[config.mk]
export PLATFORM = sky130hd
export DESIGN_NAME = fpu
export DESIGN_NICKNAME = d
export VERILOG_FILES = /design/src/rtl/fpu_pkg.sv /design/src/rtl/fpu_reg_bank.sv /design/src/rtl/fpu_add_sub.sv /design/src/rtl/fpu_mul_unit.sv /design/src/rtl/fpu_sequencer.sv /design/src/rtl/fpu.sv
export VERILOG_INCLUDE_DIRS = /design/src /design/src/include
export SDC_FILE = /design/constraint.sdc
export NUM_CORES = 1
export LEC_CHECK = 0
export ABC_CLOCK_PERIOD_IN_PS = 14370
export BUFFER_PORTS_ARGS = -buffer_cell sky130_fd_sc_hd__buf_2
export CORE_MARGIN = 3
export CORE_UTILIZATION = 60
export CTS_CLUSTER_DIAMETER = 80
export DETAILED_ROUTE_END_ITERATION = 8
export PLACE_DENSITY = 0.85
export SETUP_SLACK_MARGIN = 0.3
export SLEW_MARGIN = 0
export SYNTH_ARGS = -nofsm -noshare
export SYNTH_HDL_FRONTEND = slang
export SYNTH_HIERARCHICAL = 1
export SYNTH_SLANG_ARGS = --single-unit
[constraint.sdc]
create_clock -name clk -period 14.37 [get_ports clk]
set_clock_uncertainty 0.1 [all_clocks]
set_input_delay 0.7185 -clock clk [delete_from_list [all_inputs] [get_ports clk]]
set_output_delay 0.7185 -clock clk [all_outputs]
set_load 0.01 [all_outputs]
[src/include/fpu_params.svh]
// fpu parameters
// widths, exponent bias, register map and multiplier step count
// for the byte-bus single-precision coprocessor

`ifndef FPU_PARAMS_SVH
`define FPU_PARAMS_SVH

// datapath widths
`define FPU_WORD_W    32
`define FPU_BYTE_W    8   // host data bus
`define FPU_ADDR_W    4
`define FPU_EXP_W     8
`define FPU_MAN_W     23  // stored fraction, hidden bit not counted

`define FPU_EXP_BIAS  127
`define FPU_MUL_STEPS 24  // one add/shift pair per multiplier bit

// register map base addresses
`define FPU_REG_A0    4'h0  // operand a, bytes 0..3, lsb first
`define FPU_REG_B0    4'h4  // operand b, bytes 4..7
`define FPU_REG_OP    4'h8  // opcode, low nibble
`define FPU_REG_R0    4'h9  // result, bytes 9..c (read only)

`endif

[src/rtl/fpu_pkg.sv]
// fpu package
// opcode and sequencer state enums, float word layout,
// operand pair and multiplier command structs

`include "fpu_params.svh"

package fpu_pkg;

  // opcode as written to the op register, low nibble
  typedef enum logic [3:0] {
    op_add = 4'd0,
    op_sub = 4'd1,
    op_mul = 4'd2
  } fpu_op_e;

  // sequencer states
  typedef enum logic [2:0] {
    idle_st,
    addsub_st,     // single cycle add/sub
    mul_load_st,
    mul_add_st,
    mul_shift_st,
    mul_norm_st,   // product settled, capture on exit
    done_st        // cmd_end, wait for end_ack
  } fpu_state_e;

  // ieee-754 single, field view
  typedef struct packed {
    logic                  sign;
    logic [`FPU_EXP_W-1:0] exp;
    logic [`FPU_MAN_W-1:0] frac;
  } fpu_word_t;

  typedef struct packed {
    fpu_word_t a;
    fpu_word_t b;
  } fpu_operands_t;

  // one-hot commands to the multiplier datapath
  typedef struct packed {
    logic load;   // init product and multiplicand
    logic add;    // conditional add, count step
    logic shift;  // product >> 1
  } mul_cmd_t;

endpackage

[src/rtl/fpu_reg_bank.sv]
// fpu register bank
// byte-wide host writes to operands and opcode, result register
// loaded from the selected arithmetic unit, combinational readback
// start pulses one cycle after an opcode write seen while idle

`include "fpu_params.svh"

module fpu_reg_bank import fpu_pkg::*; (
  input  logic                   clk,
  input  logic                   arst,
  input  logic                   cs,
  input  logic                   rd,
  input  logic                   wr,
  input  logic [`FPU_ADDR_W-1:0] addr,
  input  logic [`FPU_BYTE_W-1:0] databus_in,
  input  logic                   idle,
  input  logic                   capture,
  input  logic                   capture_sel,  // 1 selects multiplier
  input  fpu_word_t              addsub_res,
  input  fpu_word_t              mul_res,
  output logic [`FPU_BYTE_W-1:0] databus_out,
  output fpu_operands_t          operands,
  output fpu_op_e                op,
  output logic                   start
);

  localparam logic [`FPU_ADDR_W-1:0] word_bytes =
    `FPU_ADDR_W'(`FPU_WORD_W / `FPU_BYTE_W);
  localparam int sel_w = $clog2(`FPU_WORD_W / `FPU_BYTE_W);
  localparam int op_w  = $bits(fpu_op_e);

  logic                   wr_en;
  logic                   rd_en;
  logic [`FPU_ADDR_W-1:0] off_a;  // offsets from each base
  logic [`FPU_ADDR_W-1:0] off_b;
  logic [`FPU_ADDR_W-1:0] off_r;
  fpu_word_t              result;

  assign wr_en = !cs && !wr;  // strobes are plain active-low levels
  assign rd_en = !cs && !rd;
  assign off_a = addr - `FPU_REG_A0;
  assign off_b = addr - `FPU_REG_B0;
  assign off_r = addr - `FPU_REG_R0;

  always_ff @(posedge clk or posedge arst) begin
    if (arst) begin
      operands <= '0;
      op       <= op_add;
      start    <= 1'b0;
      result   <= '0;
    end else begin
      start <= 1'b0;
      if (wr_en) begin
        if (off_a < word_bytes) begin
          operands.a[off_a[sel_w-1:0]*`FPU_BYTE_W +: `FPU_BYTE_W] <= databus_in;
        end else if (off_b < word_bytes) begin
          operands.b[off_b[sel_w-1:0]*`FPU_BYTE_W +: `FPU_BYTE_W] <= databus_in;
        end else if (addr == `FPU_REG_OP) begin
          op    <= fpu_op_e'(databus_in[op_w-1:0]);
          start <= idle;  // ignored while an op is running
        end
      end
      if (capture) result <= capture_sel ? mul_res : addsub_res;
    end
  end

  // readback, zero when unselected or unmapped
  always_comb begin
    databus_out = '0;
    if (rd_en) begin
      if (off_a < word_bytes)
        databus_out = operands.a[off_a[sel_w-1:0]*`FPU_BYTE_W +: `FPU_BYTE_W];
      else if (off_b < word_bytes)
        databus_out = operands.b[off_b[sel_w-1:0]*`FPU_BYTE_W +: `FPU_BYTE_W];
      else if (addr == `FPU_REG_OP)
        databus_out = {{(`FPU_BYTE_W-op_w){1'b0}}, op};
      else if (off_r < word_bytes)
        databus_out = result[off_r[sel_w-1:0]*`FPU_BYTE_W +: `FPU_BYTE_W];
    end
  end

endmodule

[src/rtl/fpu_add_sub.sv]
// fpu adder/subtractor
// single-cycle combinational add or subtract of two singles
// aligns exponents, sums in two's complement, normalises the result
// mantissas are truncated, no rounding or special values

`include "fpu_params.svh"

module fpu_add_sub import fpu_pkg::*; (
  input  fpu_operands_t operands,
  input  logic          subtract,
  output fpu_word_t     result
);

  localparam int man_w = `FPU_MAN_W + 1;  // with hidden bit
  localparam int sum_w = man_w + 2;       // carry plus sign
  localparam int ew    = `FPU_EXP_W + 2;  // signed, room to unbias
  localparam int sh_w  = $clog2(man_w);
  localparam logic signed [ew-1:0] exp_bias = ew'(`FPU_EXP_BIAS);

  logic        [man_w-1:0] a_man;
  logic        [man_w-1:0] b_man;
  logic        [man_w-1:0] a_al;     // after alignment
  logic        [man_w-1:0] b_al;
  logic signed [ew-1:0]    a_exp;    // unbiased
  logic signed [ew-1:0]    b_exp;
  logic        [ew-1:0]    exp_diff;
  logic signed [ew-1:0]    res_exp;
  logic signed [ew-1:0]    exp_out;
  logic signed [sum_w-1:0] a_s;
  logic signed [sum_w-1:0] b_s;
  logic signed [sum_w-1:0] sum;
  logic        [sum_w-1:0] mag;
  logic                    res_sign;
  logic        [sh_w-1:0]  shamt;

  always_comb begin
    a_man = {operands.a.exp != '0, operands.a.frac};  // exp 0 treated as zero
    b_man = {operands.b.exp != '0, operands.b.frac};
    a_exp = signed'({2'b00, operands.a.exp}) - exp_bias;
    b_exp = signed'({2'b00, operands.b.exp}) - exp_bias;

    // shift the smaller operand right, keep the larger exponent
    if (a_exp >= b_exp) begin
      exp_diff = a_exp - b_exp;
      a_al     = a_man;
      b_al     = b_man >> exp_diff;
      res_exp  = a_exp;
    end else begin
      exp_diff = b_exp - a_exp;
      a_al     = a_man >> exp_diff;
      b_al     = b_man;
      res_exp  = b_exp;
    end

    a_s = {2'b00, a_al};
    b_s = {2'b00, b_al};
    if (operands.a.sign) a_s = -a_s;  // two's complement for negatives
    if (operands.b.sign) b_s = -b_s;
    sum = subtract ? a_s - b_s : a_s + b_s;

    res_sign = sum[sum_w-1];
    mag      = res_sign ? -sum : sum;  // magnitude, top bit always clear
    shamt    = '0;
    exp_out  = '0;
    result   = '0;  // cancellation gives +0
    if (sum != '0) begin
      if (mag[man_w]) begin  // carry out of hidden bit
        mag     = mag >> 1;
        res_exp = res_exp + ew'(1);
      end
      // leading one search, highest set bit wins
      for (int i = 0; i < man_w; i++) begin
        if (mag[i]) shamt = sh_w'(man_w - 1 - i);
      end
      mag     = mag << shamt;
      res_exp = res_exp - ew'(shamt);
      exp_out = res_exp + exp_bias;  // rebias
      result.sign = res_sign;
      result.exp  = exp_out[`FPU_EXP_W-1:0];
      result.frac = mag[man_w-2:0];
    end
  end

endmodule

[src/rtl/fpu_mul_unit.sv]
// fpu multiplier
// sequential shift-and-add mantissa multiplier, one bit per add/shift pair
// 49-bit product register holds partial product over multiplier bits
// result is normalised combinationally from the product register

`include "fpu_params.svh"

module fpu_mul_unit import fpu_pkg::*; (
  input  logic          clk,
  input  logic          arst,
  input  fpu_operands_t operands,
  input  mul_cmd_t      mul_cmd,
  output logic          mul_last,
  output fpu_word_t     result
);

  localparam int man_w  = `FPU_MAN_W + 1;      // 24 with hidden bit
  localparam int prod_w = 2 * man_w + 1;       // extra bit keeps add carry
  localparam int cnt_w  = $clog2(`FPU_MUL_STEPS + 1);
  localparam logic [`FPU_EXP_W-1:0] exp_bias = `FPU_EXP_W'(`FPU_EXP_BIAS);

  logic [prod_w-1:0]     product;   // upper: partial sum, lower: multiplier
  logic [man_w-1:0]      mcand;     // multiplicand, a mantissa
  logic [cnt_w-1:0]      step_cnt;
  logic [man_w-1:0]      a_man;
  logic [man_w-1:0]      b_man;
  logic [man_w-1:0]      top_man;
  logic [`FPU_EXP_W-1:0] exp_sum;

  assign a_man    = {operands.a.exp != '0, operands.a.frac};
  assign b_man    = {operands.b.exp != '0, operands.b.frac};
  assign mul_last = step_cnt == cnt_w'(`FPU_MUL_STEPS);

  always_ff @(posedge clk or posedge arst) begin
    if (arst) begin
      product  <= '0;
      mcand    <= '0;
      step_cnt <= '0;
    end else if (mul_cmd.load) begin
      mcand    <= a_man;
      product  <= {{(man_w+1){1'b0}}, b_man};
      step_cnt <= '0;
    end else if (mul_cmd.add) begin
      if (product[0])  // multiplier lsb
        product[prod_w-1:man_w] <= product[prod_w-1:man_w] + {1'b0, mcand};
      step_cnt <= step_cnt + 1'b1;  // counted here so shift_st can test it
    end else if (mul_cmd.shift) begin
      product <= product >> 1;
    end
  end

  // normalise: product of two 1.x values is 1.x or 1x.x
  always_comb begin
    exp_sum = operands.a.exp + operands.b.exp - exp_bias;
    if (product[2*man_w-1]) begin
      top_man = product[2*man_w-1:man_w];      // 1x.x, bump exponent
      exp_sum = exp_sum + 1'b1;
    end else begin
      top_man = product[2*man_w-2:man_w-1];    // shift left once
    end
    result      = '0;
    if (product[2*man_w-1:man_w-1] != '0) begin  // zero operand gives +0
      result.sign = operands.a.sign ^ operands.b.sign;
      result.exp  = exp_sum;
      result.frac = top_man[man_w-2:0];  // truncated
    end
  end

endmodule

[src/rtl/fpu_sequencer.sv]
// fpu sequencer
// operation FSM: one-cycle add/sub, 24 add/shift pairs for multiply,
// then holds done until the host acknowledges with end_ack

module fpu_sequencer import fpu_pkg::*; (
  input  logic     clk,
  input  logic     arst,
  input  logic     start,
  input  fpu_op_e  op,
  input  logic     mul_last,
  input  logic     end_ack,
  output logic     idle,
  output mul_cmd_t mul_cmd,
  output logic     capture,
  output logic     capture_sel,  // 0 add/sub, 1 multiply
  output logic     busy,
  output logic     cmd_end
);

  fpu_state_e state;
  fpu_state_e state_nxt;

  always_ff @(posedge clk or posedge arst) begin
    if (arst) state <= idle_st;
    else      state <= state_nxt;
  end

  always_comb begin
    state_nxt = state;
    case (state)
      idle_st:
        if (start) begin
          case (op)
            op_add, op_sub: state_nxt = addsub_st;
            op_mul:         state_nxt = mul_load_st;
            default:        state_nxt = idle_st;  // unknown code, stay put
          endcase
        end
      addsub_st:    state_nxt = done_st;
      mul_load_st:  state_nxt = mul_add_st;
      mul_add_st:   state_nxt = mul_shift_st;
      mul_shift_st: state_nxt = mul_last ? mul_norm_st : mul_add_st;
      mul_norm_st:  state_nxt = done_st;
      done_st:      if (end_ack) state_nxt = idle_st;
      default:      state_nxt = idle_st;
    endcase
  end

  // moore decodes of the registered state
  always_comb begin
    mul_cmd       = '0;
    mul_cmd.load  = state == mul_load_st;
    mul_cmd.add   = state == mul_add_st;
    mul_cmd.shift = state == mul_shift_st;
  end

  assign idle        = state == idle_st;
  assign capture     = (state == addsub_st) || (state == mul_norm_st);  // on exit
  assign capture_sel = state == mul_norm_st;
  assign busy        = (state != idle_st) && (state != done_st);
  assign cmd_end     = state == done_st;  // irq to host

endmodule

[src/rtl/fpu.sv]
// fpu top level
// byte-bus single-precision coprocessor: add, sub and multiply
// register bank on the host side, sequencer driving the arithmetic units

`include "fpu_params.svh"

module fpu import fpu_pkg::*; (
  input  logic                   clk,
  input  logic                   arst,
  input  logic [`FPU_BYTE_W-1:0] databus_in,
  output logic [`FPU_BYTE_W-1:0] databus_out,
  input  logic [`FPU_ADDR_W-1:0] addr,
  input  logic                   cs,       // active low
  input  logic                   rd,       // active low
  input  logic                   wr,       // active low
  input  logic                   end_ack,
  output logic                   cmd_end,
  output logic                   busy
);

  fpu_operands_t operands;
  fpu_op_e       op;
  fpu_word_t     addsub_res;
  fpu_word_t     mul_res;
  mul_cmd_t      mul_cmd;
  logic          start;
  logic          idle;
  logic          capture;
  logic          capture_sel;
  logic          mul_last;
  logic          subtract;

  assign subtract = op == op_sub;  // straight from the opcode register

  fpu_reg_bank reg_bank_i (
    .clk, .arst, .cs, .rd, .wr, .addr,
    .databus_in, .databus_out,
    .idle, .capture, .capture_sel,
    .addsub_res, .mul_res,
    .operands, .op, .start
  );

  fpu_add_sub add_sub_i (
    .operands,
    .subtract,
    .result   (addsub_res)
  );

  fpu_mul_unit mul_unit_i (
    .clk, .arst,
    .operands,
    .mul_cmd,
    .mul_last,
    .result   (mul_res)
  );

  fpu_sequencer sequencer_i (
    .clk, .arst,
    .start, .op, .mul_last, .end_ack,
    .idle, .mul_cmd, .capture, .capture_sel,
    .busy, .cmd_end
  );

endmodule

==> results.py <==
metrics = {
    "clocking": {
        "clk_latency_ns": 0.44,
        "cts_inserted_buffers": 17,
        "htreeDepth": 4,
        "holdBufCountCts": 0,
        "clk_pin_slew_ns": 0.07,
        "cts-root-buf": "clkbuf_16",
        "cts_tree": "yes",
        "clock_path_buffers": 2,
        "clkSinkCount": 182,
    },
    "place": {
        "gp_congestion": 1.05,
        "dp_slack_ns": -0.212,
        "dpl.hpwl_mm": 61.2,
        "postPlaceCellArea_sq_mm": 0.0246,
        "port_buffers": 27,
    },
    "global_route": {
        "grt_pass1_wl_mm": 129,
        "grt_use_total_pct": 38.1,
        "grt_max_degree": 79,
        "grt_pass1_vias": 23200,
        "overflow": 0,
        "antenna_found_initial": 2,
    },
    "detailed_routing": {
        "vias": 25100,
        "routed_via_density": 7.24,
        "drt-total-wl_mm": 83.5,
        "drt_iter0_drc": 3617,
        "drc": 0,
        "dr.pass1.iters": 8,
        "drtAntennaViolNets": 0,
        "wl_per_cell_um": 24.1,
    },
    "final_layout": {
        "drive_above_1_share_pct": 16.6,
        "multi_input_area_sq_mm": 0.0187,
        "finish.instance_area_sq_mm": 0.0257,
        "diodes": 0,
        "fillers": 3168,
        "syn_to_final_growth_pct": 6.71,
        "seq_area_sq_mm": 0.00456,
        "final_nets": 3068,
    },
    "timing": {
        "rsz0062_at_grt": "no",
        "max_slew.worst_pin.slew_ns": 1.25,
        "hold_violations": 0,
        "fmax_ghz": 0.0736,
        "layout_setup_ws_ns": 0.778,
        "tns_ns": 0,
        "slew-limit-headroom_pct": 15.8,
        "timing.hold.ws_ns": 0.0993,
        "period_share_pct": 94.6,
        "finalMaxSlewViolations": 0,
        "fin_crit_ns": 13.59,
        "setup-violations-final": 0,
    },
    "logic_synthesis": {
        "synth_cells": 2985,
        "synthTopCellsByCount": "nor2_1 (322), nand2_1 (273), a21oi_1 (200)",
        "synth_top_cell_area_share_pct": 18.9,
        "synthTopCellsByArea": "dfrtp_1 (19%), mux2_2 (6.0%), mux2i_1 (6.0%)",
        "synth_edf_count": 0,
        "synthesis.area_sq_mm": 0.0241,
        "synth_fp_nets": 3121,
        "ys.flop_type": "dfrtp_1",
        "postSynthAreaPerCell_sq_um": 8.06,
        "synthDistinctLibCells": 128,
        "synth_top_area_cell": "dfrtp_1",
        "synth-seq-cells": 182,
        "yosysMostFrequentCell": "nor2_1",
        "yosysWarnings": 6,
        "ys_async_sr_fraction_pct": 100,
        "yosysSeqAreaShare_pct": 18.9,
    },
    "critical_path": {
        "crit_fanout": 54,
        "critPathBufInv": 5,
        "worst_setup_path_end_kind": "flip-flop",
        "r2r_end": "reg_bank_i/result[30]",
        "max_stage_delay_ns": 0.61,
        "rr_worst_depth": 52,
        "slowest_stage": "fa_2",
        "crit_required_ns": 14.56,
        "arrival_ns": 13.78,
        "reg2reg_from": "reg_bank_i/operands[55]",
        "cpMostUsedCell": "a21oi_1",
        "critical_path_class": "flip-flop to flip-flop",
        "r2r_slack_ns": 0.78,
        "critical-path-top-delay-family": "compound AO/OA/AOI/OAI gates",
        "crit_path_start_kind": "flip-flop",
    },
    "floorplanning": {
        "die_area_sq_mm": 0.0425,
        "die_h_um": 206,
        "row_count": 72,
        "die_w_um": 206,
        "ios": 28,
        "initial_core_util_pct": 61.5,
        "core_sq_mm": 0.0391,
    },
    "min_path": {
        "hp-class": "input port to async pin",
    },
    "status": {
        "status": "finished clean",
    },
    "job": {
        "maxCapViolations": 0,
    },
}
==> state kept, by name, indices dropped and copies added (netlist names) <==
register,flops
mul_unit_i/mcand,24
mul_unit_i/product,49
mul_unit_i/step_cnt,5
reg_bank_i/op,4
reg_bank_i/operands,64
reg_bank_i/result,32
reg_bank_i/start,1
sequencer_i/state,3
==> metal layers <==
metal / GRT usage [%] / share of wire, %
met4: 19.8 / 6.3
met2: 59.0 / 44
met3: 8.63 / 11
met1: 50.1 / 38
met5: 0 / 0
==> worst register-to-register path: cells and delay by family (launching register included) <==
family | cells | cell delay [ns]
compound gates | 19 | 4.42
xor+xnor | 7 | 2.00
fa+ha+maj | 6 | 2.28
buf+inv | 5 | 0.82
flops | 1 | 0.46
mux | 3 | 0.86
simple gates | 12 | 2.52
==> stage by stage <==
step | cells | utilization (%)
floorplan | 2985 | -
global placement | 3420 | 63.0
detailed placement | 3420 | 63.0
CTS | 3453 | 64.6
global route | 3463 | 65.7
finish | 3463 | 65.7
==> area by class of cell <==
cell class                      count  share of cell area [%]
Sequential cell                   182                    17.8
Clock inverter                     11                   0.477
Timing Repair Buffer              110                    3.17
Inverter                           87                    1.31
Tap cell                          518                    2.52
Multi-Input combinational cell   2534                    72.9
Clock buffer                       21                    1.83
==> cell usage in the layout (no fill, tap or decap), types with 17 or more instances in the layout <==
master | Yosys | final
nor2_1 | 322 | 318
nand2_1 | 273 | 273
a21oi_1 | 200 | 194
dfrtp_1 | 182 | 176
o21ai_0 | 152 | 148
mux2i_1 | 144 | 141
mux2_2 | 129 | 129
ha_1 | 112 | 108
nor3_1 | 104 | 98
nand3_1 | 94 | 94
xnor2_1 | 101 | 94
inv_1 | 81 | 78
buf_4 | 20 | 76
xor2_1 | 70 | 64
mux4_2 | 47 | 47
a21o_1 | 42 | 42
nand2b_1 | 41 | 41
nor4_1 | 42 | 41
nand4_1 | 38 | 38
a31oi_1 | 39 | 37
a211oi_1 | 39 | 37
o211ai_1 | 34 | 34
a22o_1 | 28 | 28
buf_2 | 44 | 27
o21a_1 | 26 | 26
or3_1 | 29 | 26
and3_1 | 24 | 24
and2_1 | 25 | 24
nor2b_1 | 23 | 23
o31ai_1 | 22 | 21
a22oi_1 | 22 | 21
o22ai_1 | 20 | 20
clkbuf_16 | 0 | 17
==> repair_timing <==
action	4_1_cts	5_1_grt
endpoints found under the setup margin	1	12
pin swaps	1	9
setup buffers	1	10
gates resized for setup	7	74
==> worst max-delay path by stage <==
stage	start	end	slack [ns]	depth (start not counted)
6_report	reg_bank_i/operands[55]	reg_bank_i/result[30]	0.78	52
5_1_grt	reg_bank_i/operands[55]	reg_bank_i/result[30]	0.15	60
4_1_cts	reg_bank_i/operands[55]	reg_bank_i/result[30]	0.35	56
3_5_place_dp	reg_bank_i/operands[55]	reg_bank_i/result[30]	-0.21	56
3_3_place_gp	reg_bank_i/operands[55]	reg_bank_i/result[30]	0.03	56
2_1_floorplan	reg_bank_i/operands[55]	reg_bank_i/result[30]	1.32	62
==> kinds of logic after synthesis <==
logic type / Yosys count / synth area share [%]
simple gates: 1095 / 22.3
mux: 323 / 16.6
compound gates: 818 / 23.8
xor+xnor: 180 / 7.07
buf+inv: 269 / 4.99
flops: 182 / 18.9
fa+ha+maj: 118 / 6.32
Power is left out: the tool's default activity adds up to more than one toggle a clock period on the data nets, which glitch-free logic cannot reach.
